[src/rtl/gat_consts.svh]
`ifndef GAT_CONSTS_SVH
`define GAT_CONSTS_SVH

// Feature and subgraph dimensions
`define GAT_FEAT_IN     8
`define GAT_FEAT_OUT    4
`define GAT_MAX_NODES   8

// H stream field widths
`define GAT_DATA_W      8
`define GAT_COL_W       3
`define GAT_ROW_LEN_W   4
`define GAT_NODE_W      4

// Arithmetic widths, sized for the worst case
`define GAT_WH_W        20
`define GAT_COEF_W      32
`define GAT_FEAT_W      56

// Weight address map: W at 0..31, a at 32..35
`define GAT_WADDR_W     6
`define GAT_A_BASE      32

`endif

[src/rtl/gat_pkg.sv]
`include "gat_consts.svh"

package gat_pkg;

  typedef logic signed [`GAT_DATA_W-1:0] data_t;
  typedef logic signed [`GAT_WH_W-1:0]   wh_t;
  typedef logic signed [`GAT_COEF_W-1:0] coef_t;
  typedef logic signed [`GAT_FEAT_W-1:0] feat_t;

  // Header word of a node
  typedef struct packed {
    logic [2:0]                rsvd;
    logic [`GAT_ROW_LEN_W-1:0] row_len;
    logic [`GAT_NODE_W-1:0]    num_node;
    logic                      last;
  } h_info_t;

  // Sparse entry word
  typedef struct packed {
    logic                  rsvd;
    logic [`GAT_COL_W-1:0] col_idx;
    data_t                 value;
  } h_entry_t;

  // One 12-bit H word, read as header or entry by the tag
  typedef union packed {
    h_info_t  info;
    h_entry_t entry;
  } h_word_u;

  typedef struct packed {
    data_t [`GAT_FEAT_IN-1:0][`GAT_FEAT_OUT-1:0] w;
    data_t [`GAT_FEAT_OUT-1:0]                   a;
  } wgt_set_t;

  typedef struct packed {
    logic                  ent_vld;
    logic [`GAT_COL_W-1:0] col_idx;
    data_t                 value;
    logic                  row_end;
    logic                  last;
  } h_beat_t;

  typedef wh_t [`GAT_FEAT_OUT-1:0] wh_vec_t;

  typedef struct packed {
    wh_vec_t wh;
    coef_t   coef;
    logic    last;
  } node_res_t;

  typedef feat_t [`GAT_FEAT_OUT-1:0] feat_vec_t;

endpackage

[src/rtl/wgt_store.sv]
`timescale 1ns/1ps
`include "gat_consts.svh"

module wgt_store
  import gat_pkg::*;
(
  input  logic                    clk,
  input  logic                    rst_n,
  input  logic                    wgt_we_i,
  input  logic [`GAT_WADDR_W-1:0] wgt_addr_i,
  input  data_t                   wgt_data_i,
  output wgt_set_t                wgt_o
);

  localparam int col_bits = $clog2(`GAT_FEAT_OUT);

  wgt_set_t              wgt_q;
  logic [`GAT_COL_W-1:0] w_row;
  logic [col_bits-1:0]   w_col;
  logic                  in_w;
  logic                  in_a;

  // Row is address / 4, column is address mod 4
  assign w_row = wgt_addr_i[col_bits +: `GAT_COL_W];
  assign w_col = wgt_addr_i[col_bits-1:0];

  assign in_w = (wgt_addr_i < `GAT_A_BASE);
  assign in_a = (wgt_addr_i >= `GAT_A_BASE) &&
                (wgt_addr_i < `GAT_A_BASE + `GAT_FEAT_OUT);

  always_ff @(posedge clk or negedge rst_n) begin
    if (!rst_n) begin
      wgt_q <= '0;
    end else if (wgt_we_i) begin
      if (in_w) begin
        wgt_q.w[w_row][w_col] <= wgt_data_i;
      end else if (in_a) begin
        // a base is 4-aligned, so the low bits give the element
        wgt_q.a[w_col] <= wgt_data_i;
      end
    end
  end

  assign wgt_o = wgt_q;

endmodule

[config.mk]
export PLATFORM = sky130hd
export DESIGN_NAME = wgt_store
export DESIGN_NICKNAME = d
export VERILOG_FILES = /design/src/rtl/gat_pkg.sv /design/src/rtl/wgt_store.sv
export VERILOG_INCLUDE_DIRS = /design/src /design/src/rtl
export SDC_FILE = /design/constraint.sdc
export NUM_CORES = 1
export LEC_CHECK = 0
export BUFFER_PORTS_ARGS = -buffer_cell sky130_fd_sc_hd__buf_2
export CAP_MARGIN = 25
export CORE_MARGIN = 2
export CORE_UTILIZATION = 56
export CTS_CLUSTER_DIAMETER = 40
export DETAILED_ROUTE_END_ITERATION = 10
export PLACE_DENSITY = 0.85
export SLEW_MARGIN = 40
export SYNTH_ARGS = -nofsm -noshare
export SYNTH_HDL_FRONTEND = slang
export SYNTH_SLANG_ARGS = --single-unit
[constraint.sdc]
create_clock -name clk -period 2.3 [get_ports clk]
set_input_delay 0.23 -clock clk [delete_from_list [all_inputs] [get_ports clk]]
set_output_delay 0.23 -clock clk [all_outputs]
set_load 0.01 [all_outputs]
# Word-level counts from Yosys, hierarchy flattened
# Index checks and enable logic that the tools add are counted.
# W data, S select, Z words.
dict set report word_totals {
  regBits 288
  input_bits 17
  out_inout_bits 288
  elab_cells 55
}
dict set report classes {
  magnitude_cmp 7
  n_mux 6
  n_bitwise 1
  reduce_logical 5
}
# cell count
set op_table {}
lappend op_table {{$bwmux W256} 1}
lappend op_table {{$demux W32 S3} 1}
lappend op_table {{$bwmux W32} 1}
lappend op_table {{$mux W32} 1}
lappend op_table {{$demux W8 S2} 1}
lappend op_table {{$lt A6 B6 Y1 const B} 2}
lappend op_table {{$mux W8} 1}
lappend op_table {{$ge A6 B6 Y1 const B} 1}
lappend op_table {{$lt A3 B4 Y1 const B} 1}
lappend op_table {{$ge A3 B1 Y1 const B} 1}
lappend op_table {{$logic_and A1 B1 Y1} 3}
lappend op_table {{$lt A2 B3 Y1 const B} 1}
lappend op_table {{$reduce_and A3 Y1} 1}
lappend op_table {{$ge A2 B1 Y1 const B} 1}
lappend op_table {{$reduce_and A2 Y1} 1}
lappend op_table {{$not A1 Y1} 1}

# Logic depth before layout (Yosys ltp)
dict set report logic_depth {
  word_depth 7
  depth_mapped 5
  depth_no_buf 3
}

# Worst setup path after synthesis
# OpenSTA, ideal clock, no wires.
dict set report synth_path {
  path_kind {input port to flip-flop}
  startpoint {input wgt_addr_i[3]}
  endpoint {register wgt_q (netlist bit wgt_o[56])}
  setup_time_ns 0.125
  arrival_time_ns 1.537
  required_ns 2.175
  path_slack_ns 0.639
  cell_stages 5
  n_path_buf 2
  path_cell_list {buf_4 -> or3_1 -> clkbuf_1 -> nor2_4 -> mux2_2}
}
dict set report synth_via {
  elab_chain_cells 5
  word_cells_on_any_way 8
  cone_classes {order compare: 3; mux: 3; reduce/logical: 2}
}
# element line_no
set synth_lines {}
lappend synth_lines {{start, declared} wgt_store.sv:10} ;# input logic [`GAT_WADDR_W-1:0] wgt_addr_i,
lappend synth_lines {{$lt A3 B4 Y1 (implied by the code) / $ge A3 B1 Y1 (equally long branches)} wgt_store.sv:36} ;# wgt_q.w[w_row][w_col] <= wgt_data_i;
lappend synth_lines {{$logic_and A1 B1 Y1 (implied by the code)} wgt_store.sv:36}
lappend synth_lines {{$mux W32 (implied by the code)} wgt_store.sv:36}
lappend synth_lines {{$demux W32 S3} wgt_store.sv:36}
lappend synth_lines {{$bwmux W256} wgt_store.sv:36}
lappend synth_lines {{end, declared} wgt_store.sv:17} ;# wgt_set_t wgt_q;
# Several ways; a longest one is shown, not always the timed one.
# A chain may end at the register's enable or synchronous reset.

# Worst setup path in the final report
dict set report layout_path {
  startpoint {input wgt_addr_i[5]}
  endpoint {register wgt_q (netlist bit wgt_o[236])}
}
dict set report layout_via {
  elab_chain_cells 2
}
# element
set layout_lines {}
lappend layout_lines {{$lt A6 B6 Y1 (no source line)}}
lappend layout_lines {{$reduce_and A2 Y1 (no source line)}}
# No other way between the ends.

==> flow_summary_export.csv <==
group,metric,value,unit
floorplanning,rows,51,
critical_path,timing.critical_path.required,2.67,ns
clock_tree,cts.reportedPaths.clkPinSlew,0.06,ns
layout,final-instance-count-excl-fill,1278,
sta,setup_viol_count_final,0,
grt,first_global_vias,7574,
synth,synth-edff-count,0,
floorplanning,start_util,0.571,
sta,finalCriticalPeriod,1.45,ns
drt,detail_route.wirelength,28.9,mm
sta,timing.max_slew.rel_slack,0.424,
critical_path,worst-r2r-cell-count,1,
critical_path,end_kind,"flop",
layout,layout-area-overhead-vs-synth,27.3,%
grt,largest_net_degree_at_the_start_of_global_routing,72,
floorplanning,die_y,145,um
synth,synthArstFlopShare,1.00,
clock_tree,cts-buffers-inserted,35,
synth,yosysWarningCount,0,
layout,diodes,0,
placed_design,dpl.cell_count,1215,
critical_path,critical_path_arrival,1.82,ns
flow_run,maxCapViolCount,0,
critical_path,rr_startpoint,"wgt_o[228]",
synth,synthFlopType,"dfrtp_1",
sta,tightestPinTransition,0.864,ns
drt,detail_route.wl_per_cell,22.6,um
sta,setup_tns,0,ns
status,status,"complete, no violations",
power,powerDensity,974,mW/mm2
sta,fin_crit_sh,0.628,
floorplanning,dieWidth,145,um
clock_tree,cts-resized-gates,0,
critical_path,critical_path_class,"in2reg",
synth,syn_nets,687,
floorplanning,design.portCount,305,
placed_design,detailedPlacementHpwl,18.8,mm
clock_tree,cts_root_buffer,"clkbuf_16",
clock_tree,clk-insertion-delay-late,0.49,ns
clock_tree,clock_sink_count,288,
power,leakage,0.00766,uW
synth,ys_ff_latch,288,
floorplanning,coreArea,0.0195,mm2
grt,grt_pass1_wl,43.6,mm
drt,drt-pass1-iter-count,4,
drt,count_of_vias_placed_by_the_detailed_router,7051,
hold_path,path_class_of_the_lowest_slack_min_delay_path,"in2async",
power,ir_drop,0.745,mV
critical_path,timing.critical_path.from_type,"primary input",
grt,grt_use_total,0.277,
layout,post_route_cells_drive_above_1_share,0.689,
floorplanning,die_area,0.0210,mm2
sta,clock-skew-final,0,ns
grt,global_route.overflow_total,0,
drt,drt_iter0_markers,330,
synth,postSynthCellCount,670,
synth,yosysTopAreaCell,"dfrtp_1",
sta,slew_limit_fails,0,
synth,synthesis.area_per_instance,16.6,um2
sta,timing_hold_violations_final,0,
sta,setup_repair_after_global_routing_missed_its_margin,"false",
clock_tree,clock_tree_from_tritoncts,"built",
placed_design,portBuffers,304,
critical_path,crit_path_max_fo,12,
layout,largest_register_ffs,288,
synth,netlist-cell-type-count,26,
placed_design,gp_routability_congestion,0.784,
synth,netlist_top_cells_count,"dfrtp_1 (288), mux2_2 (286), clkbuf_1 (29), nand2_2 (14), nor2_2 (12)",
drt,route.detailed.drc,0,
clock_tree,ctsHtreeMaxLevel,2,
drt,antenna_violating_nets_post_route,0,
clock_tree,holdBufCountCts,1,
synth,syn_area,0.0111,mm2
clock_tree,cts-root-to-sink-buffers,3,
synth,most_used_standard_cell_by_instance_count_after_synthesis,"dfrtp_1",
synth,synthDominantCellAreaShare,0.649,
synth,synthTopCellsByArea,"dfrtp_1 (65%), mux2_2 (29%), clkbuf_1 (0.98%), nand2_2 (0.79%), nor2_8 (0.72%)",
critical_path,reg2reg_slack,1.47,ns
sta,fmaxAchievable,0.692,GHz
layout,nets,1005,
synth,synth.yosys.seq_area_share,0.649,
grt,antenna_found_initial,0,
clock_tree,post_cts.repair.setup_buffers,0,
critical_path,timing.rr.end,"wgt_o[228]",
drt,drt-vias-per-instance,5.52,
-- final cells by class --
type                       instances  area (um2)
clock inverter                    21         269
sequential                       288        7210
timing repair buffer             318        1680
multi-input combinational        345        3740
tap                              265         332
clock buffer                      41         918
fill                            1256        5320
-- layer usage --
layer	up-vias	GRT usage	share of wire
li1	3018	-	-
met2	282	0.454	0.50
met3	65	0.0813	0.080
met1	3686	0.348	0.38
met4	0	0.108	0.034
met5	-	0	0
-- worst max-delay path by stage --
stage,from,to,cells past startpoint
global route,wgt_addr_i[1],wgt_o[235],4
finish,wgt_addr_i[5],wgt_o[236],4
floorplan,wgt_addr_i[3],wgt_o[56],5
global placement,wgt_addr_i[5],wgt_o[239],4
CTS,wgt_addr_i[5],wgt_o[236],4
detailed placement,wgt_addr_i[5],wgt_o[236],4
-- placed cells by master (no fill, tap or decap), types with 3 or more instances in the layout --
master,Yosys,routed
buf_2,3,300
buf_12,0,3
nor3b_1,3,3
clkbuf_16,0,35
clkinvlp_4,0,5
nand3b_1,3,3
nand2_2,14,14
buf_4,4,13
clkinv_4,0,3
nor2_2,12,12
clkbuf_1,29,4
nor2_8,4,4
mux2_2,286,286
nor2_4,4,4
clkinv_2,0,4
inv_6,0,4
dfrtp_1,288,288
bufinv_16,0,5
-- worst max-delay path, cell delays in order --
cell	delay [ns]
buf_2	0.17
nand4bb_1	0.45
nor2_2	0.56
mux2_2	0.40
-- metrics by stage --
| step | power (uW) | hold WS (ns) | utilization | setup WS (ns) | instance area (um2) |
|---|---|---|---|---|---|
| 3_5_place_dp | 8270 | 0.252 | 0.665 | 0.381 | 12900 |
| 6_report | 13800 | 0.316 | 0.727 | 0.855 | 14100 |
| 2_1_floorplan | 7160 | -0.0656 | - | 0.639 | 11100 |
| 5_1_grt | 14300 | 0.341 | 0.727 | 0.837 | 14100 |
| 4_1_cts | 13900 | 0.315 | 0.727 | 0.902 | 14100 |
| 3_3_place_gp | 8170 | 0.245 | 0.665 | 0.423 | 12900 |
-- report_power, final --
group | leakage, uW | switching (uW) | internal [uW]
clock | 0.000568 | 2120 | 3460
combinational | 0.00327 | 1120 | 978
sequential | 0.00383 | 363 | 5740
-- cells by family (layout without fill, tap and decap cells) --
kind of cell	count (synthesis)	in the layout	share of synthesized area
and+or+nand+nor	57	57	0.0444
muxes	288	288	0.292
DFF	288	288	0.649
buffers and inverters	37	380	0.0149
Note: power is estimated with default switching activity, not from simulation.
