<file path="config.mk">
export PLATFORM = sky130hd
export DESIGN_NAME = wh_attn_exec
export DESIGN_NICKNAME = d
export VERILOG_FILES = /design/src/rtl/gat_pkg.sv /design/src/rtl/wh_attn_exec.sv
export VERILOG_INCLUDE_DIRS = /design/src /design/src/rtl
export SDC_FILE = /design/constraint.sdc
export NUM_CORES = 2
export LEC_CHECK = 0
export ABC_AREA = 1
export BUFFER_PORTS_ARGS = -buffer_cell sky130_fd_sc_hd__buf_2
export CAP_MARGIN = 30
export CORE_ASPECT_RATIO = 1.25
export CORE_UTILIZATION = 60
export DETAILED_ROUTE_END_ITERATION = 7
export PLACE_DENSITY = 0.86
export SETUP_SLACK_MARGIN = 0.02
export SLEW_MARGIN = 30
export SYNTH_ARGS = -nofsm -noshare
export SYNTH_HDL_FRONTEND = slang
export SYNTH_SLANG_ARGS = --single-unit
</file>
<file path="constraint.sdc">
create_clock -name clk -period 6.9 [get_ports clk]
set_input_delay 1.38 -clock clk [delete_from_list [all_inputs] [get_ports clk]]
set_output_delay 1.38 -clock clk [all_outputs]
set_load 0.01 [all_outputs]
</file>
<file path="src/rtl/gat_consts.svh">
`ifndef GAT_CONSTS_SVH
`define GAT_CONSTS_SVH

// Feature and subgraph dimensions
`define GAT_FEAT_IN     8
`define GAT_FEAT_OUT    4
`define GAT_MAX_NODES   8

// H stream field widths
`define GAT_DATA_W      8
`define GAT_COL_W       3
`define GAT_ROW_LEN_W   4
`define GAT_NODE_W      4

// Arithmetic widths, sized for the worst case
`define GAT_WH_W        20
`define GAT_COEF_W      32
`define GAT_FEAT_W      56

// Weight address map: W at 0..31, a at 32..35
`define GAT_WADDR_W     6
`define GAT_A_BASE      32

`endif

</file>
<file path="src/rtl/gat_pkg.sv">
`include "gat_consts.svh"

package gat_pkg;

  typedef logic signed [`GAT_DATA_W-1:0] data_t;
  typedef logic signed [`GAT_WH_W-1:0]   wh_t;
  typedef logic signed [`GAT_COEF_W-1:0] coef_t;
  typedef logic signed [`GAT_FEAT_W-1:0] feat_t;

  // Header word of a node
  typedef struct packed {
    logic [2:0]                rsvd;
    logic [`GAT_ROW_LEN_W-1:0] row_len;
    logic [`GAT_NODE_W-1:0]    num_node;
    logic                      last;
  } h_info_t;

  // Sparse entry word
  typedef struct packed {
    logic                  rsvd;
    logic [`GAT_COL_W-1:0] col_idx;
    data_t                 value;
  } h_entry_t;

  // One 12-bit H word, read as header or entry by the tag
  typedef union packed {
    h_info_t  info;
    h_entry_t entry;
  } h_word_u;

  typedef struct packed {
    data_t [`GAT_FEAT_IN-1:0][`GAT_FEAT_OUT-1:0] w;
    data_t [`GAT_FEAT_OUT-1:0]                   a;
  } wgt_set_t;

  typedef struct packed {
    logic                  ent_vld;
    logic [`GAT_COL_W-1:0] col_idx;
    data_t                 value;
    logic                  row_end;
    logic                  last;
  } h_beat_t;

  typedef wh_t [`GAT_FEAT_OUT-1:0] wh_vec_t;

  typedef struct packed {
    wh_vec_t wh;
    coef_t   coef;
    logic    last;
  } node_res_t;

  typedef feat_t [`GAT_FEAT_OUT-1:0] feat_vec_t;

endpackage

</file>
<file path="src/rtl/wh_attn_exec.sv">
`timescale 1ns/1ps
`include "gat_consts.svh"

module wh_attn_exec
  import gat_pkg::*;
(
  input  logic      clk,
  input  logic      rst_n,
  input  h_beat_t   beat_i,
  input  wgt_set_t  wgt_i,
  output node_res_t node_o,
  output logic      node_vld_o
);

  wh_vec_t   acc_q;
  wh_vec_t   acc_nxt;
  wh_vec_t   wh_q;
  logic      wh_vld_q;
  logic      wh_last_q;
  coef_t     coef_nxt;
  node_res_t node_q;
  logic      node_vld_q;

  // Entry value times the selected W row
  always_comb begin
    for (int k = 0; k < `GAT_FEAT_OUT; k++) begin
      acc_nxt[k] = acc_q[k];
      if (beat_i.ent_vld) begin
        acc_nxt[k] = acc_q[k] + beat_i.value * wgt_i.w[beat_i.col_idx][k];
      end
    end
  end

  // Attention coefficient of the held WH row
  always_comb begin
    coef_nxt = '0;
    for (int k = 0; k < `GAT_FEAT_OUT; k++) begin
      coef_nxt = coef_nxt + wgt_i.a[k] * wh_q[k];
    end
  end

  always_ff @(posedge clk or negedge rst_n) begin
    if (!rst_n) begin
      acc_q      <= '0;
      wh_vld_q   <= 1'b0;
      node_vld_q <= 1'b0;
    end else begin
      // Clear at row end so the next row starts from zero
      if (beat_i.row_end) begin
        acc_q <= '0;
      end else begin
        acc_q <= acc_nxt;
      end
      wh_vld_q   <= beat_i.row_end;
      node_vld_q <= wh_vld_q;
    end
  end

  // Stage 1 holds WH, stage 2 the finished node
  always_ff @(posedge clk) begin
    if (beat_i.row_end) begin
      wh_q      <= acc_nxt;
      wh_last_q <= beat_i.last;
    end
    if (wh_vld_q) begin
      node_q.wh   <= wh_q;
      node_q.coef <= coef_nxt;
      node_q.last <= wh_last_q;
    end
  end

  assign node_o     = node_q;
  assign node_vld_o = node_vld_q;

endmodule

</file>
==> Word-level counts from Yosys, hierarchy flattened <==
Cells that the tools add are included.
{ "word_totals": {"register_bits": 276} }
{ "op_classes": {"n_addsub": 7, "n_mul": 8, "order_cmp": 1, "muxes": 7} }
{ "ops": {"columns": ["operator", "count"], "rows": [
  ["8-bit by 20-bit multiplier with 28-bit output", 4],
  ["32-bit binary-select mux with 3-bit select", 1],
  ["20-bit by 16-bit adder with 20-bit output", 4],
  ["20-bit two-way mux", 4],
  ["80-bit two-way mux", 1],
  ["8-bit by 8-bit multiplier with 16-bit output", 4],
  ["32-bit two-way mux", 1],
  ["30-bit by 28-bit adder with 31-bit output", 1],
  ["29-bit by 28-bit adder with 30-bit output", 1],
  ["28-bit by 28-bit adder with 29-bit output", 1],
  ["3-bit by 4-bit < comparator with 1-bit output, second input constant", 1]
]} }

==> Longest topological paths before layout <==
{ "logic_depth": {"word_depth": 6, "mapped_depth": 33, "ltp_nobuf": 31} }

==> Least setup slack after synthesis <==
OpenSTA, ideal clock, no wires.
{ "synth_path": {"kind": "in2reg", "startpoint": "input port wgt_i[3] (netlist bit)", "endpoint": "register node_q, in the netlist node_o[31] (data pin)", "arrival_ns": 7.202, "required_time_ns": 6.648, "slack_ns": -0.554, "path_stages": 25, "path_buffers": 1, "path_cell_list": "clkbuf_1 > nand2_1 > fa_1 > fa_1 > inv_1 > fa_1 > inv_1 > fa_1 > fa_1 > inv_1 > fa_1 > inv_1 > fa_1 > fa_1 > inv_1 > ha_1 > nand2_1 > nor2_1 > nand2_1 > nor3_1 > nand2_1 > nand3_1 > inv_1 > nand2_1 > nand2_1"} }
{ "synth_between": {"elab_chain_len": 4} }
{ "synth_rtl": {"columns": ["item", "line_no", "source"], "rows": [
  ["start: declaration", "wh_attn_exec.sv:10", "input wgt_set_t wgt_i,"],
  ["8-bit by 20-bit multiplier with 28-bit output", "wh_attn_exec.sv:38", "coef_nxt = coef_nxt + wgt_i.a[k] * wh_q[k];"],
  ["28-bit by 28-bit adder with 29-bit output", "wh_attn_exec.sv:38", null],
  ["29-bit by 28-bit adder with 30-bit output", "wh_attn_exec.sv:38", null],
  ["30-bit by 28-bit adder with 31-bit output", "wh_attn_exec.sv:38", null],
  ["net coef_nxt[30]", "wh_attn_exec.sv:20", "coef_t coef_nxt;"],
  ["end: declaration", "wh_attn_exec.sv:21", "node_res_t node_q;"]
]} }
The timed path passes the listed nets, and every way through them passes these cells.
A chain may end at the register's enable or synchronous reset.

==> Final worst setup path <==
{ "layout_path": {"startpoint": "input port wgt_i[3] (netlist bit)", "endpoint": "register node_q, in the netlist node_o[22] (data pin)"} }
Same word-level chain as after synthesis.

==> results.sh <==
export IMPL_status="complete, but fails checks"
export IMPL_violations="setup timing"
export IMPL_dp_hpwl_um=134000
export IMPL_synth_edff_count=193
export IMPL_slew_viol_final=0
export IMPL_htree_num_levels=1
export IMPL_muxShareOfSynthArea=0.000198
export IMPL_synth_top_area_cell="fa_1"
export IMPL_period_minus_slack_ps=7110
export IMPL_crit_type="primary input to register"
export IMPL_die_h_um=326
export IMPL_clkLatencyLatePin_ps=650
export IMPL_avgSynthCellArea_um2=8.53
export IMPL_die_x_um=261
export IMPL_via_per_inst=5.55
export IMPL_tightest_slew_ps=977
export IMPL_postLayoutSetupSlackWorst_ps=-205
export IMPL_cap_violations=0
export IMPL_synth_fa_ha_area_frac=0.490
export IMPL_hp_class="register to register"
export IMPL_ys_seq_area_frac=0.155
export IMPL_fmax_mhz=141
export IMPL_synthArstFlopShare=0.298
export IMPL_area_delta_synth_final_pct=19.5
export IMPL_ios=418
export IMPL_synth_seq_cells=275
export IMPL_final_layout_size_suffix_gt1_frac=0.217
export IMPL_start_util=0.608
export IMPL_cts_tree="done"
export IMPL_synthSimpleGateAreaFrac=0.148
export IMPL_synth_warnings=0
export IMPL_core_area_um2=83100
export IMPL_syn_num_nets=7581
export IMPL_die_area_um2=85300
export IMPL_post_route_period_util=1.03
export IMPL_antenna_found_initial=11
export IMPL_cp_data_arrival_time_ps=7590
export IMPL_grt_pass1_wl_um=247000
export IMPL_clk_pin_slew_ps=70
export IMPL_synth_xor_area_frac=0.0109
export IMPL_grt_max_degree=107
export IMPL_numCtsBuffers=28
export IMPL_cp_start_kind="primary input"
export IMPL_drtIter0Drc=3888
export IMPL_fp_row_count=118
export IMPL_grt_pass1_vias=46900
export IMPL_remaining_drc_errors=0
export IMPL_hold_violations=0
export IMPL_synth_distinct_cells=46
export IMPL_crit_fanout=7
export IMPL_holdBufCountCts=0
export IMPL_cts_buffer_depth=3
export IMPL_finalSetupViolCount=17
export IMPL_globalplace_congestion=1.01
export IMPL_place_ws_ps=-982
export IMPL_num_vias=43300
export IMPL_fillers=5603
export IMPL_critPathCaptureType="register"
export IMPL_synthCells=5920
export IMPL_syn_area_um2=50500
export IMPL_first_pass_iters=8
export IMPL_clock_skew_final_ps=24.3
export IMPL_ant_nets=0
export IMPL_synth_compound_area_frac=0.0479
export IMPL_rsz0062_at_grt="yes"
export IMPL_ys_top_cells_by_area="fa_1 41%, inv_1 12%, edfxtp_1 11%"
export IMPL_cts_sinks=275
export IMPL_worst_ep_required_time_ps=7380
export IMPL_synth_top_family_by_area="adder cells"
export IMPL_netlist_area_leader_share=0.411
export IMPL_grt_overflow=0
export IMPL_synth_flop_cell="edfxtp_1"
export IMPL_nNetsFinal=8342
export IMPL_grt_util_all_layers=0.386
export IMPL_io_buffer_count=417
export IMPL_clock_root_buffer="clkbuf_16"
export IMPL_post_drt_wl_per_cell_um=21.3
export IMPL_drt_total_wl_um=166000
export IMPL_slew_headroom=0.349
area by class of cell:
class                   count  area, um2  share of cell area
inverters                1690       6380               0.106
diodes                     10       25.0            0.000415
repair buffers            979       7360               0.122
flip-flops and latches    275       7850               0.130
well taps                1080       1350              0.0224
clock buffers              32        726              0.0120
multi-input cells        3707      36400               0.603
clock inverters            20        253             0.00419
cells in the mapped netlist, types with 6 or more instances:
cell type	number
a21oi_1	145
xor2_1	46
clkbuf_2	29
nor2_1	371
nand4_1	19
buf_1	7
buf_2	32
inv_1	1647
nand2_2	13
edfxtp_1	193
o21ai_0	179
o22ai_1	25
xnor2_1	17
nand3_1	94
ha_1	319
o221ai_1	35
nor3_1	8
clkbuf_1	166
inv_2	42
nand3b_1	11
o21a_1	6
o21bai_1	15
or2_2	52
nand2_1	1260
buf_6	7
fa_1	1038
buf_4	6
nor2_2	20
dfrtp_1	82
final timing paths:
path                                           from  cells past startpoint                    to  slack (ps)
worst max-delay path                       wgt_i[3]                     25  node_o[22]$_DFFE_PP_        -210
worst min-delay path            wh_last_q$_DFFE_PP_                      0   node_o[0]$_DFFE_PP_         430
worst max register to register   wh_q[48]$_DFFE_PP_                     21  node_o[22]$_DFFE_PP_         -50
worst min register to register  wh_last_q$_DFFE_PP_                      0   node_o[0]$_DFFE_PP_         430
max in group asynchronous                     rst_n                      2   acc_q[18]$_DFF_PN0_        4910
min in group asynchronous                     rst_n                      1   acc_q[52]$_DFF_PN0_         670
cell families (layout without fill, tap and decap cells):
kind of cell	after synthesis	in the layout
other	0	10
xor gates and xnor gates	63	63
AOI/OAI and AO/OA	426	426
buffers and inverters	1938	2721
adders and majority gates	1357	1357
and+or+nand+nor	1860	1860
DFF	275	275
muxes	1	1
cells in the final DEF (no fill, tap or decap), drive strengths merged:
| cell | count |
|---|---|
| xor2 | 46 |
| nor4 | 2 |
| a21o | 4 |
| a211oi | 4 |
| o21ai | 185 |
| clkinv | 6 |
| edfxtp | 193 |
| nand3b | 11 |
| a21oi | 145 |
| nand2 | 1273 |
| nor3 | 8 |
| fa | 1038 |
| mux2i | 1 |
| a31oi | 1 |
| clkinvlp | 7 |
| clkbuf | 43 |
| inv | 1694 |
| o21a | 6 |
| nand3 | 94 |
| bufinv | 3 |
| nand4 | 19 |
| buf | 968 |
| o221ai | 39 |
| nor3b | 2 |
| or2 | 52 |
| a21boi | 2 |
| diode | 10 |
| o22ai | 25 |
| dfrtp | 82 |
| o21bai | 15 |
| nor2b | 4 |
| and2 | 2 |
| xnor2 | 17 |
| ha | 319 |
| nor2 | 393 |
registers in the layout (all words and copies together) (netlist names):
signal / count
wh_last_q: 1
node_o: 112
acc_q: 80
wh_q: 80
node_vld_o: 1
wh_vld_q: 1
metrics by stage:
step / hold WS (ps) / area [um2] / instances / TNS [ps] / utilization
after CTS: 427 / 59200 / 7743 / -125 / 0.713
after floorplan: 400 / 51200 / 5920 / -2420 / -
after global placement: 400 / 57600 / 7676 / -18470 / 0.693
after global routing: 442 / 60400 / 7790 / -4340 / 0.726
final: 427 / 60400 / 7793 / -1840 / 0.726
after detailed placement: 412 / 57600 / 7676 / -22880 / 0.693
worst max-delay path: stages:
cell and delay, ps:
buf_4 110, buf_12 120, nand2_2 70, fa_2 680, inv_2 60, fa_1 470
inv_1 50, fa_1 560, inv_1 70, fa_1 510, fa_1 480, fa_1 530
fa_1 540, inv_2 50, fa_1 500, inv_2 60, ha_4 290, nand2_4 70
buf_6 120, nor4_4 350, nand2_4 90, nand2_2 80, nand2_2 50, nand2_2 100
xor2_2 190
layer usage:
metal	vias to the layer above	GRT usage	part of all wire
li1	18700	-	-
met1	21000	0.420	0.32
met2	2635	0.658	0.48
met3	990	0.0670	0.093
met4	6	0.310	0.11
met5	-	0	0.00054
timing repair:
item                       4_1_cts  5_1_grt
buffers inserted                14       31
cloned                           1       10
setup endpoints to repair       22       23
pin swaps                       81      112
gates resized for setup        162      209
Power is left out: the tool's default activity adds up to more than one toggle a clock period on the data nets, which glitch-free logic cannot reach.
