==> src/rtl/gat_consts.svh <==
`ifndef GAT_CONSTS_SVH
`define GAT_CONSTS_SVH

// Feature and subgraph dimensions
`define GAT_FEAT_IN     8
`define GAT_FEAT_OUT    4
`define GAT_MAX_NODES   8

// H stream field widths
`define GAT_DATA_W      8
`define GAT_COL_W       3
`define GAT_ROW_LEN_W   4
`define GAT_NODE_W      4

// Arithmetic widths, sized for the worst case
`define GAT_WH_W        20
`define GAT_COEF_W      32
`define GAT_FEAT_W      56

// Weight address map: W at 0..31, a at 32..35
`define GAT_WADDR_W     6
`define GAT_A_BASE      32

`endif

==> src/rtl/gat_pkg.sv <==
`include "gat_consts.svh"

package gat_pkg;

  typedef logic signed [`GAT_DATA_W-1:0] data_t;
  typedef logic signed [`GAT_WH_W-1:0]   wh_t;
  typedef logic signed [`GAT_COEF_W-1:0] coef_t;
  typedef logic signed [`GAT_FEAT_W-1:0] feat_t;

  // Header word of a node
  typedef struct packed {
    logic [2:0]                rsvd;
    logic [`GAT_ROW_LEN_W-1:0] row_len;
    logic [`GAT_NODE_W-1:0]    num_node;
    logic                      last;
  } h_info_t;

  // Sparse entry word
  typedef struct packed {
    logic                  rsvd;
    logic [`GAT_COL_W-1:0] col_idx;
    data_t                 value;
  } h_entry_t;

  // One 12-bit H word, read as header or entry by the tag
  typedef union packed {
    h_info_t  info;
    h_entry_t entry;
  } h_word_u;

  typedef struct packed {
    data_t [`GAT_FEAT_IN-1:0][`GAT_FEAT_OUT-1:0] w;
    data_t [`GAT_FEAT_OUT-1:0]                   a;
  } wgt_set_t;

  typedef struct packed {
    logic                  ent_vld;
    logic [`GAT_COL_W-1:0] col_idx;
    data_t                 value;
    logic                  row_end;
    logic                  last;
  } h_beat_t;

  typedef wh_t [`GAT_FEAT_OUT-1:0] wh_vec_t;

  typedef struct packed {
    wh_vec_t wh;
    coef_t   coef;
    logic    last;
  } node_res_t;

  typedef feat_t [`GAT_FEAT_OUT-1:0] feat_vec_t;

endpackage

==> src/rtl/h_row_decode.sv <==
`timescale 1ns/1ps
`include "gat_consts.svh"

module h_row_decode
  import gat_pkg::*;
(
  input  logic    clk,
  input  logic    rst_n,
  input  logic    h_vld_i,
  input  logic    h_is_info_i,
  input  h_word_u h_word_i,
  output h_beat_t beat_o
);

  h_info_t                   info;
  h_entry_t                  entry;
  logic                      take_info;
  logic                      take_entry;
  logic [`GAT_ROW_LEN_W-1:0] left_q;
  logic                      row_last_q;
  logic                      ent_vld_q;
  logic                      row_end_q;
  logic [`GAT_COL_W-1:0]     col_q;
  data_t                     val_q;

  assign info  = h_word_i.info;
  assign entry = h_word_i.entry;

  assign take_info  = h_vld_i && h_is_info_i;
  // Entries outside an open row are dropped
  assign take_entry = h_vld_i && !h_is_info_i && (left_q != '0);

  always_ff @(posedge clk or negedge rst_n) begin
    if (!rst_n) begin
      left_q     <= '0;
      row_last_q <= 1'b0;
      ent_vld_q  <= 1'b0;
      row_end_q  <= 1'b0;
    end else begin
      ent_vld_q <= take_entry;
      row_end_q <= (take_info && (info.row_len == '0)) ||
                   (take_entry && (left_q == 1));
      if (take_info) begin
        // A new header restarts the row
        left_q     <= info.row_len;
        row_last_q <= info.last;
      end else if (take_entry) begin
        left_q <= left_q - 1'b1;
      end
    end
  end

  always_ff @(posedge clk) begin
    if (take_entry) begin
      col_q <= entry.col_idx;
      val_q <= entry.value;
    end
  end

  assign beat_o = '{
    ent_vld: ent_vld_q,
    col_idx: col_q,
    value:   val_q,
    row_end: row_end_q,
    last:    row_last_q
  };

endmodule

==> config.mk <==
export PLATFORM = sky130hd
export DESIGN_NAME = h_row_decode
export DESIGN_NICKNAME = d
export VERILOG_FILES = /design/src/rtl/gat_pkg.sv /design/src/rtl/h_row_decode.sv
export VERILOG_INCLUDE_DIRS = /design/src /design/src/rtl
export SDC_FILE = /design/constraint.sdc
export NUM_CORES = 1
export LEC_CHECK = 0
export ABC_AREA = 1
export BUFFER_PORTS_ARGS = -buffer_cell sky130_fd_sc_hd__buf_4
export CAP_MARGIN = 5
export CORE_MARGIN = 4
export CORE_UTILIZATION = 45
export CTS_CLUSTER_DIAMETER = 30
export DETAILED_ROUTE_END_ITERATION = 10
export MAX_ROUTING_LAYER = met4
export PLACE_DENSITY = 0.79
export SYNTH_ARGS = -nofsm -noshare
export SYNTH_HDL_FRONTEND = slang
export SYNTH_SLANG_ARGS = --single-unit
==> constraint.sdc <==
create_clock -name clk -period 3.8 [get_ports clk]
set_input_delay 0.76 -clock clk [delete_from_list [all_inputs] [get_ports clk]]
set_output_delay 0.76 -clock clk [all_outputs]
set_load 0.01 [all_outputs]
After elaboration in Yosys (flattened, before gate mapping)
Index checks and enable logic that the tools add are counted.
Word-level totals
  bits in registers: 18
  latch bits: 0
  RAM bits: 0
  ROM bits: 0
  input bits: 16
  output and inout port bits: 14
  logic and storage cells: 20
  memories kept: 0
Operators by class
  $add $sub $neg: 1
  $mul: 0
  divide/modulo/power cells: 0
  magnitude comparators: 0
  equality and inequality tests: 1
  shift operators: 0
  mux-type cells: 2
  bitwise logic cells: 0
  reduce and logical (&&, ||, !) cells: 10
Operators with widths (count)
  $mux W4: 2
  $logic_and A1 B1 Y1: 5
  $eq A4 B1 Y1 const B: 1
  $logic_not A4 Y1: 1
  $reduce_bool A4 Y1: 1
  $sub A4 B1 Y4 const B: 1
  $reduce_bool A2 Y1: 1
  $logic_not A1 Y1: 1
  $logic_or A1 B1 Y1: 1

Longest topological paths before layout
Gate-level depths: netlist of the first run.
  depth after elaboration: 5
  depth in mapped cells: 7
  mapped depth without buffers: 7

Least setup slack after synthesis of the first run
Ideal clock, no wire load.
  kind: input -> register
  from: input port h_is_info_i
  to: register col_q[0], enable pin
  setup time: 0.319 ns
  arrival: 1.150 ns
  data required time: 3.481 ns
  setup slack: 2.330 ns
  stages on the path: 5
  path buffers: 0
  cells stage by stage: inv_1 > nand2_1 > inv_1 > nand2_4 > inv_2
On the way
  cells in the longest elaborated chain, start to end: 3
Ends and longest elaborated chain
  start: declaration: line h_row_decode.sv:10  | input logic h_is_info_i,
  $logic_not A1 Y1: line h_row_decode.sv:31  | assign take_entry = h_vld_i && !h_is_info_i && (left_q != '0);
  $logic_and A1 B1 Y1 (2 in a row): line h_row_decode.sv:31
  named net take_entry: line h_row_decode.sv:18  | logic take_entry;
  end signal: assignment: line h_row_decode.sv:55  | col_q <= entry.col_idx;
  end: declaration: line h_row_decode.sv:23  | logic [`GAT_COL_W-1:0] col_q;
The timed path passes the listed nets, and every way through them passes these cells.
A chain may end at the register's enable or synchronous reset.

Worst setup path after layout of the first run
  from: register val_q[1]
  to: output port beat_o[3] (netlist name)
RTL lines
  start: declaration: line h_row_decode.sv:24  | data_t val_q;
  start signal: assignment: line h_row_decode.sv:56  | val_q <= entry.value;
  end: declaration: line h_row_decode.sv:12  | output h_beat_t beat_o
No word-level cell between the ends.

==> results.toml, run 1 <==
[placement]
dpl.hpwl_um = 1030
place_inst = 107
numPortBuffers = 28
place_congestion = 0.873

[clocking]
postCtsHoldBufs = 0
cts.path.max_buffers = 2
h-tree-depth = 1
root_buffer = "clkbuf_4"
cts_setup_buffers = 0
cts.clk_slew.worst_paths_ns = 0.10
numCtsBuffers = 3
cts-resized-gates = 0
clk_latency_ns = 0.28
cts_sinks = 18
cts_tree = "yes"

[finish]
diodes = 0
nets = 114
area_delta_synth_final_pct = 30.7
layoutNonFillerInstCount = 111
drive_gt1_frac = 0.421

[power_and_ir_drop]
p_int_mw = 0.350
swShare = 0.311
pwr-share-seq = 0.520
power_frac_clock = 0.187
combPwrFrac = 0.293
vdd.ir_drop.worst_v = 0.000267
power.density_nw_per_um2 = 510
leakagePower_nw = 0.478
netSwitchingPower_mw = 0.158

[sta]
rsz0062_at_grt = "no"
finalHoldViolCount = 0
fin_setup_tns_ns = 0
fmax_mhz = 634
fin_worst_skew_ns = 0.00550
tightest_slew_ns = 0.268
slew_headroom = 0.821
period_minus_slack_ns = 1.58
fin_crit_sh = 0.415
slew_violations = 0
setup_viol = 0

[synthesis]
synthSimpleGateAreaFrac = 0.187
syn_nets = 84
synth-compound-area-share = 0.0426
async_flop_share = 0.389
synth_seq_cells = 18
synthXorXnorAreaFrac = 0.0115
synthTopCellsByCount = "nand2_1 (16), edfxtp_1 (11), dfrtp_1 (7), nand3_1 (6), inv_1 (5)"
synth_top_family_by_area = "simple AND/OR/NAND/NOR gates"
synthCells = 66
synth_warnings = 0
synth.avg_cell_area_sq_um = 11.6
synth_edf_count = 11
synth_top_area_frac = 0.433
synth_fa_ha_area_frac = 0.0328
muxShareOfSynthArea = 0
yosys.area.top_type = "edfxtp_1"
yosysSeqAreaShare = 0.662
synth_most_common_cell = "nand2_1"
synth_area_leaders = "edfxtp_1 (43%), dfrtp_1 (23%), nand2_1 (7.9%)"
syn_area_sq_um = 763
ys_types = 15
synth_ff_type = "edfxtp_1"

[floorplanning]
ios = 30
start_util = 0.490
core_area_sq_um = 1560
die-height_um = 49.2
die-area_sq_um = 2420
die_x_um = 49.2
num_rows = 14

[critical_path]
r2r-start = "left_q[0]"
critPathLaunchType = "flip-flop"
worstPathRequired_ns = 3.04
path_max_fanout = 1
cp_cell_sequence = "buf_4"
reg2reg_depth = 5
cp.arrival_ns = 0.82
crit_path_end_kind = "primary output"
r2r_slack_ns = 2.38
worst-setup-path-type = "reg2out"
r2r-end = "val_q[2]"
slowest_stage = "edfxtp_1"
crit_path_max_incr_delay_ns = 0.38
critPathTopFamily = "flip-flops"
cp.buffers_inverters = 1

[grt]
busiest_layer = "met2"
first_global_vias = 545
grt_overflow = 0
met3_usage = 0.0489
grtUsageMet2 = 0.217
antenna_found_initial = 0
grt_max_degree = 15
grt.total_usage = 0.127
grt_pass1_wl_um = 2350
met1_usage = 0.139

[hold_path]
hold_class = "in2async"

[drt]
antenna_left = 0
drt_iter0_markers = 12
wl_um = 1300
num_vias = 546
detail_route.vias_per_cell = 4.92
drc = 0
dr.pass1.iters = 4
routedWlPerCell_um = 11.7

[job]
drv_cap = 0

[run_status]
outcome = "completed"
-- kinds of logic (layout without fill, tap and decap cells) --
kind of cell    count (synthesis)  after routing
fa+ha+maj                       2              2
buf+inv                        10             39
compound gates                  5              5
simple gates                   30             30
flops                          18             18
xor+xnor                        1              1
-- per-layer routing --
layer / share of wire / up-vias
li1: - / 272
met1: 0.40 / 246
met2: 0.49 / 28
met3: 0.11 / 0
met4: 0 / 0
met5: 0 / -
-- power by group through the flow --
stage / logic, mW / registers [mW] / clock network [mW]
floorplan: 0.0985 / 0.271 / 0
global placement: 0.144 / 0.268 / 0
detailed placement: 0.151 / 0.268 / 0
CTS: 0.151 / 0.264 / 0.0981
global route: 0.172 / 0.269 / 0.109
finish: 0.149 / 0.264 / 0.0950
-- metrics by stage --
| step | total power [mW] | hold WS, ns | worst slack, ns | util | area, sq um |
|---|---|---|---|---|---|
| 2_1_floorplan | 0.369 | 0.450 | 2.33 | - | 763 |
| 3_3_place_gp | 0.412 | 0.467 | 2.14 | 0.623 | 971 |
| 3_5_place_dp | 0.419 | 0.471 | 2.12 | 0.623 | 971 |
| 4_1_cts | 0.513 | 0.261 | 2.20 | 0.640 | 997 |
| 5_1_grt | 0.550 | 0.243 | 2.16 | 0.640 | 997 |
| 6_report | 0.509 | 0.263 | 2.22 | 0.640 | 997 |
-- placed cells by master (no fill, tap or decap) --
cell type and count:
ha_1 2, nand2_1 16, dfrtp_1 7, o21ai_2 2, clkbuf_1 1, clkbuf_4 3, xor2_1 1, nor2_1 3
inv_2 2, nand2_4 2, buf_4 28, nand2_2 2, inv_1 5, nor2_2 1, nand3_1 6, edfxtp_1 11
o21ai_0 3
-- final cells by class --
cell class	instances	area, sq um
well taps	16	20.0
clock buffers	4	26.3
inverters	7	26.3
flip-flops and latches	18	505
fillers	135	562
multi-input cells	38	209
repair buffers	28	210
-- how the worst max path moves through the flow --
stage / from / endpoint / slack [ns] / depth (start not counted)
after floorplan: h_is_info_i / col_q[0] / 2.33 / 5
after global placement: h_is_info_i / val_q[2] / 2.14 / 6
after detailed placement: h_is_info_i / val_q[1] / 2.12 / 6
after CTS: val_q[1] / beat_o[3] / 2.20 / 1
after global routing: val_q[1] / beat_o[3] / 2.16 / 1
final: val_q[1] / beat_o[3] / 2.22 / 1
-- flip-flops by register name (all words and copies together) (netlist names) --
register	flops
col_q	3
ent_vld_q	1
left_q	4
row_end_q	1
row_last_q	1
val_q	8
No activity file was read; power rests on OpenSTA's default activity.
==> run 2: changes to the inputs <==
Settings changed: CORE_UTILIZATION 45 to 41, PLACE_DENSITY 0.79 to 0.76.
Clock period 3.8 ns to 1.25 ns, I/O delays scaled along.
==> run 2 against run 1 <==
Sequential share of layout area decreased by 4.3 points; worst hold slack got worse by 0.13 ns; flip-flop and latch count unchanged; critical path depth increased by 6; non-clock buffer count increased by 6; combinational power increased to 4.0 times the previous value; worst setup slack got worse by 2.1 ns; clock-buffer cell count unchanged; clock skew decreased by 0.0039 ns; final area increased by 9.3%; via count increased by 6.6%; global-route usage decreased by 0.98 points; largest cell class unchanged; largest power group unchanged.
==> results.toml, run 2 (synthesis gave the netlist of run 1 again) <==
[run_status]
outcome = "completed"

[critical_path]
critPathLaunchType = "flip-flop"
cp.arrival_ns = 1.35
worstPathRequired_ns = 1.43
crit_path_end_kind = "flip-flop"
path_max_fanout = 7
worst-setup-path-type = "reg2reg"

[floorplanning]
start_util = 0.437
die-height_um = 51.1
num_rows = 15
die_x_um = 51.1
ios = 30
die-area_sq_um = 2620
core_area_sq_um = 1750

[finish]
reg_top3 = "val_q (8), left_q (4), col_q (3)"
area_delta_synth_final_pct = 42.8
diodes = 0
final_common_cell = "buf_4"
largest_register = "val_q"
nets = 121
largest_reg_flops = 8
nFillCells = 156
drive_gt1_frac = 0.480
most-common-layout-cells = "buf_4 (33), nand2_1 (16), edfxtp_1 (11)"
fin_util = 0.624

[hold_path]
hold_class = "in2reg"

[grt]
antenna_found_initial = 0
grt_max_degree = 15
grt_pass1_wl_um = 2210
grt_overflow = 0
grt.total_usage = 0.117
first_global_vias = 514

[drt]
drt_iter0_markers = 13
drc = 0
wl_um = 1490
dr.pass1.iters = 4
num_vias = 582
routedWlPerCell_um = 11.7
antenna_left = 0
detail_route.vias_per_cell = 4.58

[clocking]
numCtsBuffers = 3
cts.path.max_buffers = 2
h-tree-depth = 1
cts.clk_slew.worst_paths_ns = 0.09
clk_latency_ns = 0.29
root_buffer = "clkbuf_4"
cts_sinks = 18
cts_tree = "yes"

[job]
drv_cap = 0

[sta]
slew_headroom = 0.881
hold_ws_ns = 0.133
fmax_mhz = 852
period_minus_slack_ns = 1.17
fin_worst_skew_ns = 0.00162
tightest_slew_ns = 0.179
setup_viol = 0
finalHoldViolCount = 0
rsz0062_at_grt = "no"
fin_crit_sh = 0.939
slew_violations = 0
fin_setup_tns_ns = 0
final.setup.worst_slack_ns = 0.0758

[power_and_ir_drop]
power.density_nw_per_um2 = 1560
power_mw = 1.70
vdd.ir_drop.worst_v = 0.000831
leakagePower_nw = 0.513

[placement]
dpl.hpwl_um = 1090
dpl_worst_slack_ns = 0.00726
numPortBuffers = 28
place_congestion = 0.766
## run 2: cell types whose count changed in the layout (fill, tap and decap cells not counted)
cell,change
buf_4,+5
inv_1,-2
clkinv_8,+1
dlygate4sd3_1,+1
ha_1,-1
ha_4,+1
inv_2,+1
inv_6,+1
## run 2: what timing repair did
| item | 4_1_cts | 5_1_grt |
|---|---|---|
| gates resized for setup | 1 | 6 |
| endpoints found under the hold margin | 7 | 0 |
| setup endpoints to repair | 11 | 13 |
| cloned | 0 | 1 |
| pin swaps | 0 | 1 |
| setup buffers | 0 | 2 |
| hold buffers | 1 | 0 |
## run 2: where the power goes
group	leakage, nW	switching, mW	internal [mW]
clock network	0.0150	0.167	0.124
logic	0.307	0.298	0.301
registers	0.191	0.0693	0.740
## run 2: cell type report
type | instances | area, sq um | share of cell area
flip-flops and latches | 18 | 505 | 0.464
repair buffers | 34 | 258 | 0.237
multi-input cells | 38 | 221 | 0.203
inverters | 7 | 38.8 | 0.0356
well taps | 25 | 31.3 | 0.0287
clock buffers | 4 | 26.3 | 0.0241
repair inverters | 1 | 8.76 | 0.00804
## run 2: path summary, 6_finish.rpt
check | cells after the start | to | slack [ns] | startpoint
min in group asynchronous | 2 | row_end_q | 0.31 | rst_n
max in group asynchronous | 2 | ent_vld_q | 0.82 | rst_n
worst min register to register | 2 | row_last_q | 0.49 | row_last_q
worst max register to register | 7 | left_q[2] | 0.08 | left_q[0]
worst min-delay path | 1 | val_q[1] | 0.13 | h_word_i[1]
worst max-delay path | 7 | left_q[2] | 0.08 | left_q[0]
## run 2: per-layer routing
layer	track usage	share of wire
met1	0.149	0.41
met5	-	0
met4	0.0538	0
met2	0.182	0.53
met3	0.0204	0.058
## run 2: worst max-delay path, stage by stage (launching register included)
cell	delay [ns]
dfrtp_1	0.40
inv_2	0.08
ha_4	0.14
nand2_2	0.06
nand2_4	0.16
clkinv_8	0.09
nand2_1	0.07
nand3_1	0.07
## run 2: through the flow
stage	instance area, sq um	instances
finish	1090	127
global route	1090	127
CTS	1050	124
detailed placement	1010	119
global placement	1010	119
floorplan	766	66
==> run 3: changes to the inputs <==
Settings changed: CORE_UTILIZATION 41 to 44, CTS_BUF_LIST set to sky130_fd_sc_hd__clkbuf_4 sky130_fd_sc_hd__clkbuf_8, PLACE_DENSITY 0.76 to 0.8.
==> run 3 against run 2 <==
Maximum frequency is 0.31% higher; routed wire length is 0.13% lower; non-clock buffer count is 1 lower; critical path depth is 2 lower; clock power is 9.3% higher; first-iteration DRC count stayed put; clock skew is 0.010 ns higher; utilization is 4.9 points higher; sequential share of layout area is 1.3 points higher; combinational power hardly changed; die area is 5.8% lower; critical path type unchanged; largest cell class unchanged.
==> results.toml, run 3 (synthesis gave the netlist of run 1 again) <==
[drt]
antenna_left = 0
detail_route.vias_per_cell = 4.97
drt_iter0_markers = 13
num_vias = 577
drc = 0
wl_um = 1490
dr.pass1.iters = 4
routedWlPerCell_um = 12.8

[sta]
fin_setup_tns_ns = 0
tightest_slew_ns = 0.180
setup_viol = 0
finalHoldViolCount = 0
fin_crit_sh = 0.936
final.setup.worst_slack_ns = 0.0795
fin_worst_skew_ns = 0.0119
slew_violations = 0
rsz0062_at_grt = "no"
slew_headroom = 0.880
period_minus_slack_ns = 1.17
fmax_mhz = 854

[floorplanning]
die-area_sq_um = 2470
die-height_um = 49.7
die_x_um = 49.7
start_util = 0.484
ios = 30
core_area_sq_um = 1580
num_rows = 14

[placement]
dpl.hpwl_um = 1150
place_congestion = 0.827
numPortBuffers = 28
dpl_worst_slack_ns = 0.000513
place_area_sq_um = 996

[finish]
finalInstanceArea_sq_um = 1060
nets = 119
drive_gt1_frac = 0.480
fin_util = 0.673
final_common_cell = "buf_4"
diodes = 0
reg_top3 = "val_q (8), left_q (4), col_q (3)"
area_delta_synth_final_pct = 39.0
largest_register = "val_q"
most-common-layout-cells = "buf_4 (32), nand2_1 (16), edfxtp_1 (11)"
largest_reg_flops = 8

[critical_path]
worst-setup-path-type = "reg2reg"
cp.arrival_ns = 1.17
r2r-start = "left_q[0]"
path_max_fanout = 14
worstPathRequired_ns = 1.25
crit_start = "left_q[0]"
crit_path_end_kind = "flip-flop"
critPathLaunchType = "flip-flop"
r2r_slack_ns = 0.08

[clocking]
clk_latency_ns = 0.29
h-tree-depth = 1
cts.path.max_buffers = 2
cts_sinks = 18
cts.clk_slew.worst_paths_ns = 0.11
numCtsBuffers = 3
root_buffer = "clkbuf_4"
cts_tree = "yes"

[grt]
grt_pass1_wl_um = 2520
grtUsageMet2 = 0.220
grt_max_degree = 15
grt_overflow = 0
first_global_vias = 570
busiest_layer = "met2"
met1_usage = 0.158
grt.total_usage = 0.137
antenna_found_initial = 0
met3_usage = 0.0422

[hold_path]
holdCritStartpoint = "h_word_i[10]"
hold_class = "in2reg"

[power_and_ir_drop]
leakagePower_nw = 0.505
vdd.ir_drop.worst_v = 0.000921
power.density_nw_per_um2 = 1630

[run_status]
outcome = "completed"

[job]
drv_cap = 0
## run 3: cell types whose count changed in the layout (fill, tap and decap cells not counted)
| cell | previous run | this run |
|---|---|---|
| inv_6 | 1 | 0 |
| buf_4 | 33 | 32 |
| clkbuf_1 | 1 | 0 |
| inv_8 | 0 | 1 |
| clkbuf_4 | 3 | 4 |
| clkinv_8 | 1 | 0 |
## run 3: path summary, 6_finish.rpt
kind | to | depth (start not counted)
worst max-delay path | val_q[3] | 5
worst min-delay path | col_q[2] | 1
worst max register to register | val_q[3] | 5
worst min register to register | row_last_q | 2
max in group asynchronous | ent_vld_q | 2
min in group asynchronous | left_q[0] | 2
## run 3: stage by stage
step	instances	hold slack [ns]	total power, mW
final	116	0.125	1.72
after global routing	116	0.113	1.84
after CTS	115	0.121	1.66
after detailed placement	110	0.0726	1.33
after global placement	110	0.0710	1.32
after floorplan	66	-0.0456	1.13
## run 3: power by group
group	total, mW	internal, mW	switching, mW
Combinational	0.600	0.300	0.300
Clock	0.318	0.146	0.173
Sequential	0.807	0.740	0.0671
## run 3: worst max-delay path, stage by stage, from the launching register on
cell     delay (ns)
dfrtp_1        0.38
inv_2          0.06
ha_4           0.16
nand2_2        0.08
nand2_4        0.09
inv_8          0.11
## run 3: timing repair
item                                    4_1_cts  5_1_grt
endpoints found under the hold margin         7        0
resized for setup                             2        4
buffers inserted                              0        1
hold buffers                                  1        0
pin swaps                                     0        2
endpoints found under the setup margin       11       15
## run 3: cell type report
cell class                 instances  area (sq um)
sequential                        18           505
multi-input combinational         38           221
clock buffer                       4          30.0
timing repair buffer              33           250
inverter                           7          33.8
fill                             129           515
tap                               16          20.0
## run 3: layer usage
metal / part of all wire / vias up
li1: - / 282
met2: 0.48 / 30
met1: 0.40 / 261
met3: 0.10 / 4
met5: 0 / -
met4: 0.013 / 0
